File: src/source/isaPkg.sv
package isaPkg;

  ////////////////////////////////////////
  // Basic widths of the ISA
  ////////////////////////////////////////

  typedef logic [15:0] word_t;     // Data word, all ALU ops wrap here
  typedef logic [3:0]  regAddr_t;  // Index into 16 registers
  typedef logic [3:0]  opcode_t;   // Top nibble of instr
  typedef logic [15:0] instr_t;    // Raw instruction word

  // Instruction layout
  //   [15:12] opcode
  //   [11:8]  rd
  //   [7:4]   rs
  //   [3:0]   rt, doubles as shift amount
  //   [7:0]   immediate for LLB / LHB

  ////////////////////////////////////////
  // Opcodes
  ////////////////////////////////////////

  // Register-register arithmetic and logic
  localparam opcode_t OpAdd = 4'd0;
  localparam opcode_t OpSub = 4'd1;
  localparam opcode_t OpAnd = 4'd2;
  localparam opcode_t OpNor = 4'd3;

  // Shifts by rt field, not by rt register
  localparam opcode_t OpSll = 4'd4;
  localparam opcode_t OpSrl = 4'd5;
  localparam opcode_t OpSra = 4'd6;

  // Byte loads of the immediate
  localparam opcode_t OpLhb = 4'd10;  // High byte replaced, low kept
  localparam opcode_t OpLlb = 4'd11;  // Sign-extended imm

  localparam opcode_t OpHlt = 4'd15;  // Stops the core

  // Remaining codes decode as no-ops

endpackage

File: src/source/pipePkg.sv
package pipePkg;

  import isaPkg::*;

  ////////////////////////////////////////
  // Stage-to-stage bundles
  ////////////////////////////////////////

  // One retiring result, 21 bits
  // Shared by execute, result, regfile and the top output
  typedef struct packed {
    logic     valid;  // High only when a register is written
    regAddr_t addr;
    word_t    data;
  } writeBack_t;

  // Execute register contents, 22 bits
  typedef struct packed {
    writeBack_t wb;
    logic       halt;  // Valid HLT in flight
  } execOut_t;

  // Decode register contents, 59 bits
  typedef struct packed {
    logic       valid;   // Instruction accepted
    logic       writes;  // Gated by valid
    logic       halt;    // Gated by valid
    opcode_t    op;
    regAddr_t   rd;
    regAddr_t   rs;
    regAddr_t   rt;      // Also the shift amount
    word_t      srcA;    // Port A value at decode time
    word_t      srcB;    // Port B value at decode time
    logic [7:0] imm;
  } decoded_t;

endpackage

File: src/source/regFile.sv
`timescale 1ns/1ns

module regFile (
  input  logic                clk,
  input  logic                rstN,
  input  isaPkg::regAddr_t    rdAddrA,
  input  isaPkg::regAddr_t    rdAddrB,
  input  pipePkg::writeBack_t wr,
  output isaPkg::word_t       rdDataA,
  output isaPkg::word_t       rdDataB
);

  import isaPkg::*;

  word_t regs [0:15];  // Sixteen architectural registers

  ////////////////////////////////////////
  // Write port
  ////////////////////////////////////////

  always_ff @(posedge clk) begin
    if (!rstN) begin
      regs <= '{default: '0};  // All registers read zero after reset
    end else if (wr.valid) begin
      regs[wr.addr] <= wr.data;
    end
  end

  ////////////////////////////////////////
  // Read ports with bypass
  ////////////////////////////////////////

  // A write landing this edge is visible to the read in the same cycle,
  // which covers the producer three slots ahead
  assign rdDataA = (wr.valid && (wr.addr == rdAddrA)) ? wr.data : regs[rdAddrA];
  assign rdDataB = (wr.valid && (wr.addr == rdAddrB)) ? wr.data : regs[rdAddrB];

endmodule

File: src/source/decodeStage.sv
`timescale 1ns/1ns

module decodeStage (
  input  logic              clk,
  input  logic              rstN,
  input  logic              instrValid,
  input  isaPkg::instr_t    instr,
  input  isaPkg::word_t     rdDataA,
  input  isaPkg::word_t     rdDataB,
  output isaPkg::regAddr_t  rdAddrA,
  output isaPkg::regAddr_t  rdAddrB,
  output pipePkg::decoded_t dec
);

  import isaPkg::*;
  import pipePkg::*;

  opcode_t  op;
  regAddr_t rd;
  regAddr_t rs;
  regAddr_t rt;
  logic     writes;   // Opcode targets rd
  logic     isHalt;
  logic     accept;   // Strobe taken this cycle
  logic     halted;   // Sticky once HLT sampled
  decoded_t decNext;

  ////////////////////////////////////////
  // Field split and opcode decode
  ////////////////////////////////////////

  assign op = instr[15:12];
  assign rd = instr[11:8];
  assign rs = instr[7:4];
  assign rt = instr[3:0];

  assign writes = op inside {OpAdd, OpSub, OpAnd, OpNor,
                             OpSll, OpSrl, OpSra, OpLhb, OpLlb};
  assign isHalt = (op == OpHlt);

  // Nothing gets in after HLT
  assign accept = instrValid && !halted;

  // LHB merges into rd, so rd goes out on port A
  assign rdAddrA = (op == OpLhb) ? rd : rs;
  assign rdAddrB = rt;

  ////////////////////////////////////////
  // Decode register
  ////////////////////////////////////////

  always_comb begin
    decNext.valid  = accept;
    decNext.writes = accept && writes;  // No-ops and HLT write nothing
    decNext.halt   = accept && isHalt;
    decNext.op     = op;
    decNext.rd     = rd;
    decNext.rs     = rs;
    decNext.rt     = rt;
    decNext.srcA   = rdDataA;  // Regfile already bypassed
    decNext.srcB   = rdDataB;
    decNext.imm    = instr[7:0];
  end

  always_ff @(posedge clk) begin
    if (!rstN) begin
      dec    <= '0;
      halted <= 1'b0;
    end else begin
      dec <= decNext;
      if (accept && isHalt) begin
        halted <= 1'b1;  // Held until reset
      end
    end
  end

endmodule

File: src/source/executeStage.sv
`timescale 1ns/1ns

module executeStage (
  input  logic                clk,
  input  logic                rstN,
  input  pipePkg::decoded_t   dec,
  input  pipePkg::writeBack_t resultFwd,
  output pipePkg::execOut_t   exOut
);

  import isaPkg::*;
  import pipePkg::*;

  regAddr_t srcAddrA;  // Register actually read on port A
  word_t    opA;
  word_t    opB;
  word_t    aluOut;
  execOut_t exNext;

  ////////////////////////////////////////
  // Forwarding
  ////////////////////////////////////////

  // Newest value wins, own register first, then result, then decode read
  function automatic word_t fwdSelect(input regAddr_t addr, input word_t regVal);
    word_t sel;
    if (exOut.wb.valid && (exOut.wb.addr == addr)) begin
      sel = exOut.wb.data;        // Distance 1
    end else if (resultFwd.valid && (resultFwd.addr == addr)) begin
      sel = resultFwd.data;       // Distance 2
    end else begin
      sel = regVal;               // Distance 3+ via regfile
    end
    return sel;
  endfunction

  assign srcAddrA = (dec.op == OpLhb) ? dec.rd : dec.rs;

  assign opA = fwdSelect(srcAddrA, dec.srcA);
  assign opB = fwdSelect(dec.rt, dec.srcB);

  ////////////////////////////////////////
  // ALU
  ////////////////////////////////////////

  always_comb begin
    case (dec.op)
      OpAdd:   aluOut = opA + opB;  // Wraps at 16 bits
      OpSub:   aluOut = opA - opB;
      OpAnd:   aluOut = opA & opB;
      OpNor:   aluOut = ~(opA | opB);
      OpSll:   aluOut = opA << dec.rt;
      OpSrl:   aluOut = opA >> dec.rt;
      OpSra:   aluOut = word_t'($signed(opA) >>> dec.rt);  // Sign fills
      OpLhb:   aluOut = {dec.imm, opA[7:0]};               // Low byte of rd kept
      OpLlb:   aluOut = {{8{dec.imm[7]}}, dec.imm};
      default: aluOut = '0;  // No-op and HLT, never written
    endcase
  end

  ////////////////////////////////////////
  // Execute register
  ////////////////////////////////////////

  always_comb begin
    exNext.wb.valid = dec.valid && dec.writes;
    exNext.wb.addr  = dec.rd;
    exNext.wb.data  = aluOut;
    exNext.halt     = dec.valid && dec.halt;
  end

  always_ff @(posedge clk) begin
    if (!rstN) begin
      exOut <= '0;
    end else begin
      exOut <= exNext;  // Also feeds back as forwarding source
    end
  end

endmodule

File: src/source/resultStage.sv
`timescale 1ns/1ns

module resultStage (
  input  logic                clk,
  input  logic                rstN,
  input  pipePkg::execOut_t   exOut,
  output pipePkg::writeBack_t wb,
  output logic                hlt
);

  ////////////////////////////////////////
  // Write-back register and halt
  ////////////////////////////////////////

  // wb goes three places at once
  //   regfile write port, absorbed next edge
  //   second forwarding source in execute
  //   top-level retire output
  always_ff @(posedge clk) begin
    if (!rstN) begin
      wb  <= '0;
      hlt <= 1'b0;
    end else begin
      wb <= exOut.wb;
      if (exOut.halt) begin
        hlt <= 1'b1;  // Sticky until reset
      end
    end
  end

  // Anything issued before HLT is already ahead of it,
  // so every older write-back retires no later than hlt rises

endmodule

File: src/source/cpuCore.sv
`timescale 1ns/1ns

module cpuCore (
  input  logic                clk,
  input  logic                rstN,
  input  logic                instrValid,
  input  isaPkg::instr_t      instr,
  output pipePkg::writeBack_t wb,
  output logic                hlt
);

  import isaPkg::*;
  import pipePkg::*;

  regAddr_t rdAddrA;
  regAddr_t rdAddrB;
  word_t    rdDataA;
  word_t    rdDataB;
  decoded_t dec;    // Decode to execute
  execOut_t exOut;  // Execute to result

  ////////////////////////////////////////
  // Stages
  ////////////////////////////////////////

  regFile regFile0 (
    .clk     (clk),
    .rstN    (rstN),
    .rdAddrA (rdAddrA),
    .rdAddrB (rdAddrB),
    .wr      (wb),       // Retired result writes back
    .rdDataA (rdDataA),
    .rdDataB (rdDataB)
  );

  decodeStage decode0 (
    .clk        (clk),
    .rstN       (rstN),
    .instrValid (instrValid),
    .instr      (instr),
    .rdDataA    (rdDataA),
    .rdDataB    (rdDataB),
    .rdAddrA    (rdAddrA),
    .rdAddrB    (rdAddrB),
    .dec        (dec)
  );

  executeStage execute0 (
    .clk       (clk),
    .rstN      (rstN),
    .dec       (dec),
    .resultFwd (wb),     // Second forwarding source
    .exOut     (exOut)
  );

  resultStage result0 (
    .clk   (clk),
    .rstN  (rstN),
    .exOut (exOut),
    .wb    (wb),
    .hlt   (hlt)
  );

endmodule

File: config.mk
export PLATFORM = sky130hd
export DESIGN_NAME = cpuCore
export DESIGN_NICKNAME = d
export VERILOG_FILES = /design/src/source/isaPkg.sv /design/src/source/pipePkg.sv /design/src/source/regFile.sv /design/src/source/decodeStage.sv /design/src/source/executeStage.sv /design/src/source/resultStage.sv /design/src/source/cpuCore.sv
export SDC_FILE = /design/constraint.sdc
export NUM_CORES = 1
export LEC_CHECK = 0
export BUFFER_PORTS_ARGS = -buffer_cell sky130_fd_sc_hd__buf_2
export CAP_MARGIN = 20
export CORE_MARGIN = 2
export CORE_UTILIZATION = 64
export CTS_CLUSTER_DIAMETER = 120
export CTS_CLUSTER_SIZE = 10
export DETAILED_ROUTE_END_ITERATION = 12
export PLACE_DENSITY_LB_ADDON = 0.12
export SLEW_MARGIN = 20
export SYNTH_ARGS = -nofsm -noshare
export SYNTH_HDL_FRONTEND = slang
export SYNTH_SLANG_ARGS = --single-unit
export TNS_END_PERCENT = 50
File: constraint.sdc
create_clock -name clk -period 5.48 [get_ports clk]
set_input_delay 0.822 -clock clk [delete_from_list [all_inputs] [get_ports clk]]
set_output_delay 0.822 -clock clk [all_outputs]
set_load 0.01 [all_outputs]
==> Yosys cells after proc, flatten, opt, wreduce, memory -nomap -nowiden <==
Cells that the tools add are included.
{ "word_totals": {"in_bits": 19, "reg_bits": 360, "output_inout_bits": 22, "word_cells": 107} }
{ "classes": {"reduce_logical": 16, "n_addsub": 2, "n_lt_le_gt_ge": 4, "bitwise": 6, "n_shift": 3, "n_eq_ne": 23, "mux": 18} }
{ "ops": {"columns": ["op", "count"], "rows": [
  ["$bwmux W256", 1],
  ["$mux W16", 11],
  ["$pmux W16 S9", 1],
  ["$bmux W16 S4", 2],
  ["$demux W16 S4", 1],
  ["$eq A4 B3 Y1 const B", 6],
  ["$eq A4 B4 Y1", 6],
  ["$eq A4 B4 Y1 const B", 5],
  ["$add A16 B16 Y16", 1],
  ["$and A16 B16 Y16", 1],
  ["$eq A4 B2 Y1 const B", 4],
  ["$not A16 Y16", 1],
  ["$or A16 B16 Y16", 1],
  ["$shl A16 B4 Y16", 1],
  ["$shr A16 B4 Y16", 1],
  ["$sshr A16 B4 Y16", 1],
  ["$sub A16 B16 Y16", 1],
  ["$ge A5 B5 Y1 const B", 3],
  ["$not A4 Y5", 3],
  ["$logic_and A1 B1 Y1", 12],
  ["$reduce_bool A9 Y1", 1],
  ["$eq A4 B1 Y1 const B", 2],
  ["$logic_not A4 Y1", 2],
  ["$mux W4", 2],
  ["2 further kinds", 2]
]} }

==> Logic depth before layout (Yosys ltp) <==
Gate-level depths: netlist of the first run.
{ "logic_depth": {"ltp_word": 9, "ltp_mapped": 22, "ltp_nobuf": 19} }

==> Cells and area by module <==
A second synthesis of the first run with hierarchy kept.
{ "hier_totals": {"hier_cells": 2375, "hier_area_um2": 21824.7} }
{ "by_module_without_submodules": {"columns": ["mod", "cells_per_inst", "seq_area_each_um2", "area_per_inst_um2", "instances"], "rows": [
  ["regFile", 1479, 5124.9, 14237.4, 1],
  ["executeStage", 719, 440.4, 5392.7, 1],
  ["decodeStage", 131, 1041.0, 1579.0, 1],
  ["resultStage", 46, 440.4, 615.6, 1]
]} }

==> Worst setup path before layout of the first run <==
OpenSTA, ideal clock, no wires.
{ "synth_path": {"path_kind": "register -> register", "from": "register result0.wb[16] (netlist name)", "to": "register execute0.exOut[15] (netlist name)", "synth_period_minus_slack_ns": 4.431, "setup_ns": 0.124, "path_buffers": 1, "path_stages_with_launch": 20, "t_arrival_ns": 4.307, "path_slack_ns": 1.049, "t_required_ns": 5.356, "path_cell_list": "dfxtp_1 buf_4 nor2b_1 nor3_1 nand4_1 a31oi_1 inv_1 ha_1 a21oi_1 fa_1 a21o_1 a21o_1 a2111oi_0 nor3_1 nor3_1 o31ai_1 xnor2_1 nor2_1 o21ai_0 o31ai_1"} }
{ "synth_between": {"elab_chain_len": 7, "word_cells_on_any_way": 17, "classes_between": "2 x add/sub; 2 x eq/ne; 3 x shift; 5 x mux; 3 x bitwise; 2 x reduce/logical"} }
{ "synth_lines": {"columns": ["item", "line", "rtl"], "rows": [
  ["branches (longest 6 deep; another with $sub A16 B16 Y16)", null, null],
  ["$pmux W16 S9 (*)", "executeStage.sv:47", "case (dec.op)"]
]} }
Every way passes the cells marked *.
A chain may end at the register's enable or synchronous reset.

==> Worst setup path in the final report of the first run <==
{ "layout_path": {"from": "register result0.wb[18] (netlist name)", "to": "register execute0.exOut[15] (netlist name)"} }
{ "layout_between": {"elab_chain_len": 7, "word_cells_on_any_way": 17, "classes_between": "2 x add/sub; 2 x eq/ne; 3 x shift; 5 x mux; 3 x bitwise; 2 x reduce/logical"} }
{ "layout_lines": {"columns": ["item", "line"], "rows": [
  ["branches (longest 6 deep; another with $sub A16 B16 Y16)", null],
  ["$pmux W16 S9 (*)", "executeStage.sv:47"]
]} }
Marks and branches as above.

==> flow_metrics.py, run 1 <==
metrics = {
    "outcome": {
        "status": "complete, no violations",
    },
    "cells_and_area": {
        "nNetsFinal": 2375,
        "drive_above_1_share": 0.1586,
        "fin_cells": 2781,
        "fin_util": 0.7020,
        "stdcell_area_mm2": 0.02284,
        "diodes": 0,
        "area_growth_pct": 7.973,
    },
    "placed_design": {
        "port_buffers": 40,
        "placed_area_mm2": 0.02169,
        "gp_congestion": 1.031,
        "place_hpwl_um": 49620,
        "place_inst": 2732,
        "place_ws_ns": 0.4623,
    },
    "die": {
        "die-area_mm2": 0.03452,
        "core.rowCount": 66,
        "ios": 41,
        "fp.dieH_um": 185.8,
        "die_width_um": 185.8,
        "core_mm2": 0.03254,
        "start_util": 0.6501,
    },
    "power": {
        "power.density_mw_per_mm2": 252.7,
        "seq_power_share": 0.463,
        "vdd.ir_drop.worst_v": 0.0002502,
        "swShare": 0.2728,
        "internal_power_mw": 4.197,
        "power.switching_mw": 1.575,
        "p_clk_frac": 0.416,
        "power_mw": 5.772,
        "combPwrFrac": 0.122,
        "power_leakage_nw": 7.476,
    },
    "synth": {
        "synthAdderAreaFrac": 0.01159,
        "post_synth.cell_area_avg_um2": 8.784,
        "syn_area_mm2": 0.02115,
        "synth-simple-area-share": 0.1961,
        "synth_compound_area_frac": 0.2009,
        "synth_area_leaders": "dfxtp_1, mux4_2, nand2_1, a21boi_0, clkbuf_1",
        "synth_ff_type": "dfxtp_1",
        "yosysTopAreaCell": "dfxtp_1",
        "synth-xor-area-share": 0.02070,
        "synth_top_family_by_area": "compound AO/OA/AOI/OAI gates",
        "syn_inst": 2408,
        "syn-num-nets": 2446,
        "synthMuxAreaShare": 0.1881,
        "yosysTopAreaCellShare": 0.3331,
        "synth-async-reset-ratio": 0,
        "yosys_warnings": 0,
        "ys_seq_elements": 352,
        "ys_seq_area_frac": 0.3331,
        "synth_cell_types": 82,
        "synth-edff-count": 0,
    },
    "clock_network": {
        "clk_pin_slew_ns": 0.07,
        "post_cts_buffers": 0,
        "cts_buffer_depth": 3,
        "ctsResizeCount": 0,
        "cts_num_sinks": 352,
        "clk_latency_ns": 0.56,
        "htreeDepth": 2,
        "cts_hold_buf": 0,
        "cts_tree": "built",
        "cts_root_buffer": "clkbuf_16",
        "cts_made_buffers": 41,
    },
    "global_routing": {
        "grt_max_degree": 147,
        "grt_pass1_vias": 18450,
        "grt_pass1_wl_um": 111300,
        "grtUsageTotal": 0.4306,
        "grt_remaining_overflow": 0,
        "antenna_found_initial": 1,
    },
    "detailed_routing": {
        "drt_pass1_iterations": 6,
        "initialDrtViolationCount": 2895,
        "vias_per_cell": 7.040,
        "drc": 0,
        "wl_per_cell_um": 26.74,
        "vias": 19580,
        "drt-total-wl_um": 74360,
        "postRouteAntennaNets": 0,
    },
    "sta": {
        "slew_violations": 0,
        "hold_violations": 0,
        "tightest_slew_ns": 1.223,
        "fmax_mhz": 201.6,
        "fin_tns_setup_ns": 0,
        "slew_headroom": 0.1825,
        "fin_skew_ns": 0.02449,
        "timing.final.crit_share": 0.9054,
        "fin_crit_ns": 4.962,
        "finalSetupViolCount": 0,
        "setup_slack_ns": 0.5184,
        "rsz0062_at_grt": "no",
        "timing.hold.ws_ns": 0.4360,
    },
    "job": {
        "drv_cap": 0,
    },
    "critical_path": {
        "path_max_fanout": 15,
        "crit_arrival_ns": 5.40,
        "r2r_cells": 19,
        "end_kind": "flip-flop",
        "reg2reg_from": "result0.wb[18]",
        "crit_start": "result0.wb[18]",
        "cp.required_ns": 5.92,
        "crit_type": "flip-flop to flip-flop",
        "start_kind": "flip-flop",
    },
    "worst_hold_path": {
        "min_path_cells": 1,
        "hp-class": "flip-flop to flip-flop",
        "worstHoldStart": "execute0.exOut[0]",
    },
}
-- worst paths after layout --
path                                            to  slack, ns
worst max-delay path            execute0.exOut[15]       0.52
worst min-delay path                   result0.hlt       0.44
worst max register to register  execute0.exOut[15]       0.52
worst min register to register         result0.hlt       0.44
-- cell usage in the layout, fill, tap and decap left out, types with 6 or more instances in the layout --
| master | instances |
|---|---|
| mux2i_1 | 36 |
| mux4_2 | 151 |
| a221oi_1 | 6 |
| o21ai_1 | 6 |
| nand2b_1 | 15 |
| mux2_2 | 12 |
| nand3_1 | 18 |
| o41ai_1 | 10 |
| o31a_1 | 16 |
| a31oi_1 | 38 |
| or3_1 | 13 |
| buf_2 | 37 |
| nand2_1 | 620 |
| and3_1 | 12 |
| nor3_1 | 40 |
| inv_1 | 28 |
| nand4_1 | 14 |
| ha_1 | 18 |
| nor2_1 | 77 |
| xor2_1 | 14 |
| xnor2_1 | 36 |
| a21oi_1 | 79 |
| dfxtp_1 | 351 |
| nor2b_1 | 41 |
| o21ai_0 | 23 |
| buf_4 | 62 |
| a211oi_1 | 25 |
| nor2_2 | 6 |
| o31ai_1 | 21 |
| o22a_1 | 13 |
| o2111ai_1 | 9 |
| a21o_1 | 11 |
| and2_1 | 62 |
| clkbuf_16 | 41 |
| a21boi_0 | 258 |
-- final cells by class --
class / count / area [µm²]
fill: 2585 / 9697
timing repair buffer: 110 / 840.8
clock inverter: 4 / 46.29
inverter: 30 / 112.6
multi-input combinational: 1802 / 13210
clock buffer: 41 / 1026
tap: 442 / 553.0
sequential: 352 / 7048
-- per-layer routing --
layer | vias to the layer above | track usage | routed length (µm)
met1 | 9326 | 0.5595 | 27130
met2 | 1497 | 0.6654 | 33290
met3 | 360 | 0.09118 | 8987
met5 | - | 0 | 13
met4 | 2 | 0.2535 | 4941
li1 | 8392 | - | -
-- cells by family (layout without fill, tap and decap cells) --
logic type      Yosys count  in the layout
xor+xnor                 50             50
simple gates            948            948
compound gates          579            579
flops                   352            352
mux                     206            206
fa+ha+maj                19             19
buf+inv                 254            185
-- worst max-delay path, stage by stage, from the launching register on --
cell and delay [ns]:
dfxtp_1 0.64, inv_1 0.27, a221oi_4 0.36, nor3_4 0.07
buf_4 0.20, o31ai_1 0.26, a21o_1 0.25, ha_1 0.22
inv_1 0.07, fa_1 0.47, a21o_1 0.18, a21o_1 0.21
a2111oi_1 0.56, nor3_1 0.16, nor3_1 0.32, o31ai_1 0.15
xnor2_1 0.15, nor2_1 0.05, o21ai_0 0.15, o31ai_1 0.10
-- power by group through the flow --
stage | combinational (mW) | sequential (mW) | clock [mW]
floorplan | 0.508 | 2.67 | 0
detailed placement | 0.678 | 2.72 | 0
CTS | 0.682 | 2.67 | 2.40
global route | 0.741 | 2.67 | 2.49
finish | 0.702 | 2.67 | 2.40
global placement | 0.677 | 2.72 | 0
-- sequential cells by signal, summed over array words and instances (netlist names) --
register        flops
decode0.dec        51
decode0.halted      1
execute0.exOut     22
regFile0.regs     256
result0.hlt         1
result0.wb         21
-- Yosys cell counts (19+ instances only) --
| master | instances |
|---|---|
| nand2_1 | 620 |
| dfxtp_1 | 352 |
| a21boi_0 | 258 |
| clkbuf_1 | 171 |
| mux4_2 | 151 |
| nor2_1 | 87 |
| a21oi_1 | 79 |
| and2_1 | 62 |
| nor3_1 | 44 |
| nor2b_1 | 41 |
| mux2i_1 | 40 |
| a31oi_1 | 38 |
| xnor2_1 | 36 |
| inv_1 | 28 |
| a211oi_1 | 25 |
| buf_2 | 24 |
| o21ai_0 | 24 |
| o31ai_1 | 21 |
| nand3_1 | 19 |
Power figures use the tool's default switching activity.
==> run 2, diff against run 1 <==
--- a/config.mk
+++ b/config.mk
@@ -6,9 +6,10 @@
 export NUM_CORES = 1
 export LEC_CHECK = 0
 export BUFFER_PORTS_ARGS = -buffer_cell sky130_fd_sc_hd__buf_2
-export CAP_MARGIN = 20
+export CAP_MARGIN = 0
 export CORE_MARGIN = 2
 export CORE_UTILIZATION = 64
+export CTS_BUF_LIST = sky130_fd_sc_hd__clkbuf_16
 export CTS_CLUSTER_DIAMETER = 120
 export CTS_CLUSTER_SIZE = 10
 export DETAILED_ROUTE_END_ITERATION = 12
==> constraint.sdc (replaced) <==
create_clock -name clk -period 5.3 [get_ports clk]
set_input_delay 0.795 -clock clk [delete_from_list [all_inputs] [get_ports clk]]
set_output_delay 0.795 -clock clk [all_outputs]
set_load 0.01 [all_outputs]
==> run 2 against run 1 <==
- hold slack worse by 0.0044 ns
- final area is 0.62% lower
- clock skew is 0.0023 ns lower
- highest routed layer is now met4
==> flow_metrics.py, run 2 (synthesis results as in run 1) <==
metrics = {
    "outcome": {
        "status": "complete, no violations",
    },
    "sta": {
        "slew_violations": 0,
        "finalSetupViolCount": 0,
        "setup_slack_ns": 0.6153,
        "fmax_mhz": 213.5,
        "timing.final.crit_share": 0.8839,
        "timing.hold.ws_ns": 0.4316,
        "slew_headroom": 0.1394,
        "fin_crit_ns": 4.685,
        "fin_tns_setup_ns": 0,
        "tightest_slew_ns": 1.288,
        "fin_skew_ns": 0.02215,
        "rsz0062_at_grt": "no",
        "hold_violations": 0,
    },
    "cells_and_area": {
        "largest_reg_flops": 256,
        "final_cell_mix": "nand2_1, dfxtp_1, a21boi_0, mux4_2, a21oi_1",
        "diodes": 0,
        "final_common_cell": "nand2_1",
        "area_growth_pct": 7.305,
        "nFillCells": 2630,
        "regMostFlops": "regFile0.regs",
        "top_regs": "regFile0.regs: 256 flops, decode0.dec: 51 flops, execute0.exOut: 22 flops",
        "drive_above_1_share": 0.1545,
        "nNetsFinal": 2360,
        "fin_util": 0.6976,
    },
    "global_routing": {
        "gr-usage-met3": 0.09548,
        "grt_remaining_overflow": 0,
        "top_usage_layer": "met2",
        "grtUsageTotal": 0.4293,
        "grt_pass1_vias": 18350,
        "grt_pass1_wl_um": 110900,
        "antenna_found_initial": 0,
        "gr-usage-met1": 0.5539,
        "grt_max_degree": 147,
        "use_met2": 0.6720,
    },
    "die": {
        "ios": 41,
        "die-area_mm2": 0.03452,
        "core.rowCount": 66,
        "fp.dieH_um": 185.8,
        "core_mm2": 0.03254,
        "start_util": 0.6501,
        "die_width_um": 185.8,
    },
    "detailed_routing": {
        "vias": 19430,
        "postRouteAntennaNets": 0,
        "drt_pass1_iterations": 9,
        "wl_per_cell_um": 26.74,
        "drc": 0,
        "vias_per_cell": 7.027,
        "initialDrtViolationCount": 2692,
        "drt-total-wl_um": 73950,
    },
    "clock_network": {
        "clk_latency_ns": 0.55,
        "cts_made_buffers": 41,
        "cts_buffer_depth": 3,
        "cts_root_buffer": "clkbuf_16",
        "htreeDepth": 2,
        "clk_pin_slew_ns": 0.07,
        "cts_num_sinks": 352,
        "cts_tree": "built",
    },
    "placed_design": {
        "port_buffers": 40,
        "place_hpwl_um": 48660,
        "place_ws_ns": 0.4516,
        "gp_congestion": 1.124,
    },
    "critical_path": {
        "crit_path_top_delay_cell": "dfxtp_1",
        "crit_top_cell": "buf_4",
        "path_max_fanout": 30,
        "crit_type": "flip-flop to flip-flop",
        "crit_family": "simple AND/OR/NAND/NOR gates",
        "regToRegSetupSlack_ns": 0.62,
        "end_kind": "flip-flop",
        "cp.depth": 19,
        "slowest_delay_ns": 0.51,
        "crit_chain": "and4bb_1 > buf_4 > nor3_1 > nor3_4 > buf_4 > o41ai_1 > o22a_1 > buf_4 > ha_1 > nor2b_1 > o31a_1 > o21a_1 > a21bo_2 > nand4_1 > and3b_1 > xor2_1 > nor2_1 > nor4_1 > a31oi_1",
        "cp.required_ns": 5.72,
        "reg2reg_from": "decode0.dec[54]",
        "worst-path-buf-inv": 3,
        "worstReg2RegEnd": "execute0.exOut[10]",
        "start_kind": "flip-flop",
        "r2r_cells": 19,
        "crit_arrival_ns": 5.10,
    },
    "power": {
        "power_leakage_nw": 7.383,
        "power.density_mw_per_mm2": 262.1,
        "vdd.ir_drop.worst_v": 0.0002360,
        "power_mw": 5.949,
    },
    "worst_hold_path": {
        "min_path_cells": 1,
        "worstHoldStart": "execute0.exOut[0]",
        "hp-class": "flip-flop to flip-flop",
        "min_to": "result0.hlt",
    },
    "job": {
        "drv_cap": 0,
    },
}
-- run 2: cell count changes in the layout (fill, tap and decap cells not counted), sizes merged --
| cell | delta |
|---|---|
| buf | -15 |
| inv | -3 |
| clkbuf | +1 |
| clkinv | +1 |
-- run 2: what timing repair did --
| item | in CTS | in global routing |
|---|---|---|
| resized for setup | 0 | 3 |
| setup buffers | 0 | 0 |
| endpoints found under the setup margin | 0 | 4 |
| hold buffers | 0 | 0 |
-- run 2: per-stage QoR --
step	instance area, µm²	instances
floorplan	21150	2408
global placement	21540	2720
detailed placement	21570	2721
CTS	22650	2765
global route	22700	2765
finish	22700	2765
-- run 2: cell type report --
cell class              count  area [µm²]  share of cell area
multi-input cells        1802       13250              0.5836
flip-flops and latches    352        7049              0.3106
clock buffers              42        1051             0.04630
repair buffers             95       660.6             0.02911
well taps                 442       553.0             0.02436
inverters                  30       112.6            0.004961
clock inverters             2       25.02            0.001102
-- run 2: worst max-delay path by stage --
stage                     from                 end  slack (ns)
2_1_floorplan   result0.wb[16]  execute0.exOut[15]        0.87
3_3_place_gp    result0.wb[19]  execute0.exOut[15]        0.53
3_5_place_dp    result0.wb[19]  execute0.exOut[15]        0.45
4_1_cts         result0.wb[19]  execute0.exOut[15]        0.39
5_1_grt         decode0.dec[3]  execute0.exOut[15]        0.17
6_report       decode0.dec[54]  execute0.exOut[10]        0.62
-- run 2: where the power goes --
part           switching (mW)  internal, mW
Combinational           0.435         0.278
Sequential             0.0781          2.68
Clock                    1.08          1.40
-- run 2: metal layers --
layer | up-vias | wire length [µm]
met5 | - | 0
met4 | 0 | 4587
met3 | 320 | 8744
met2 | 1440 | 33460
met1 | 9302 | 27150
li1 | 8369 | -
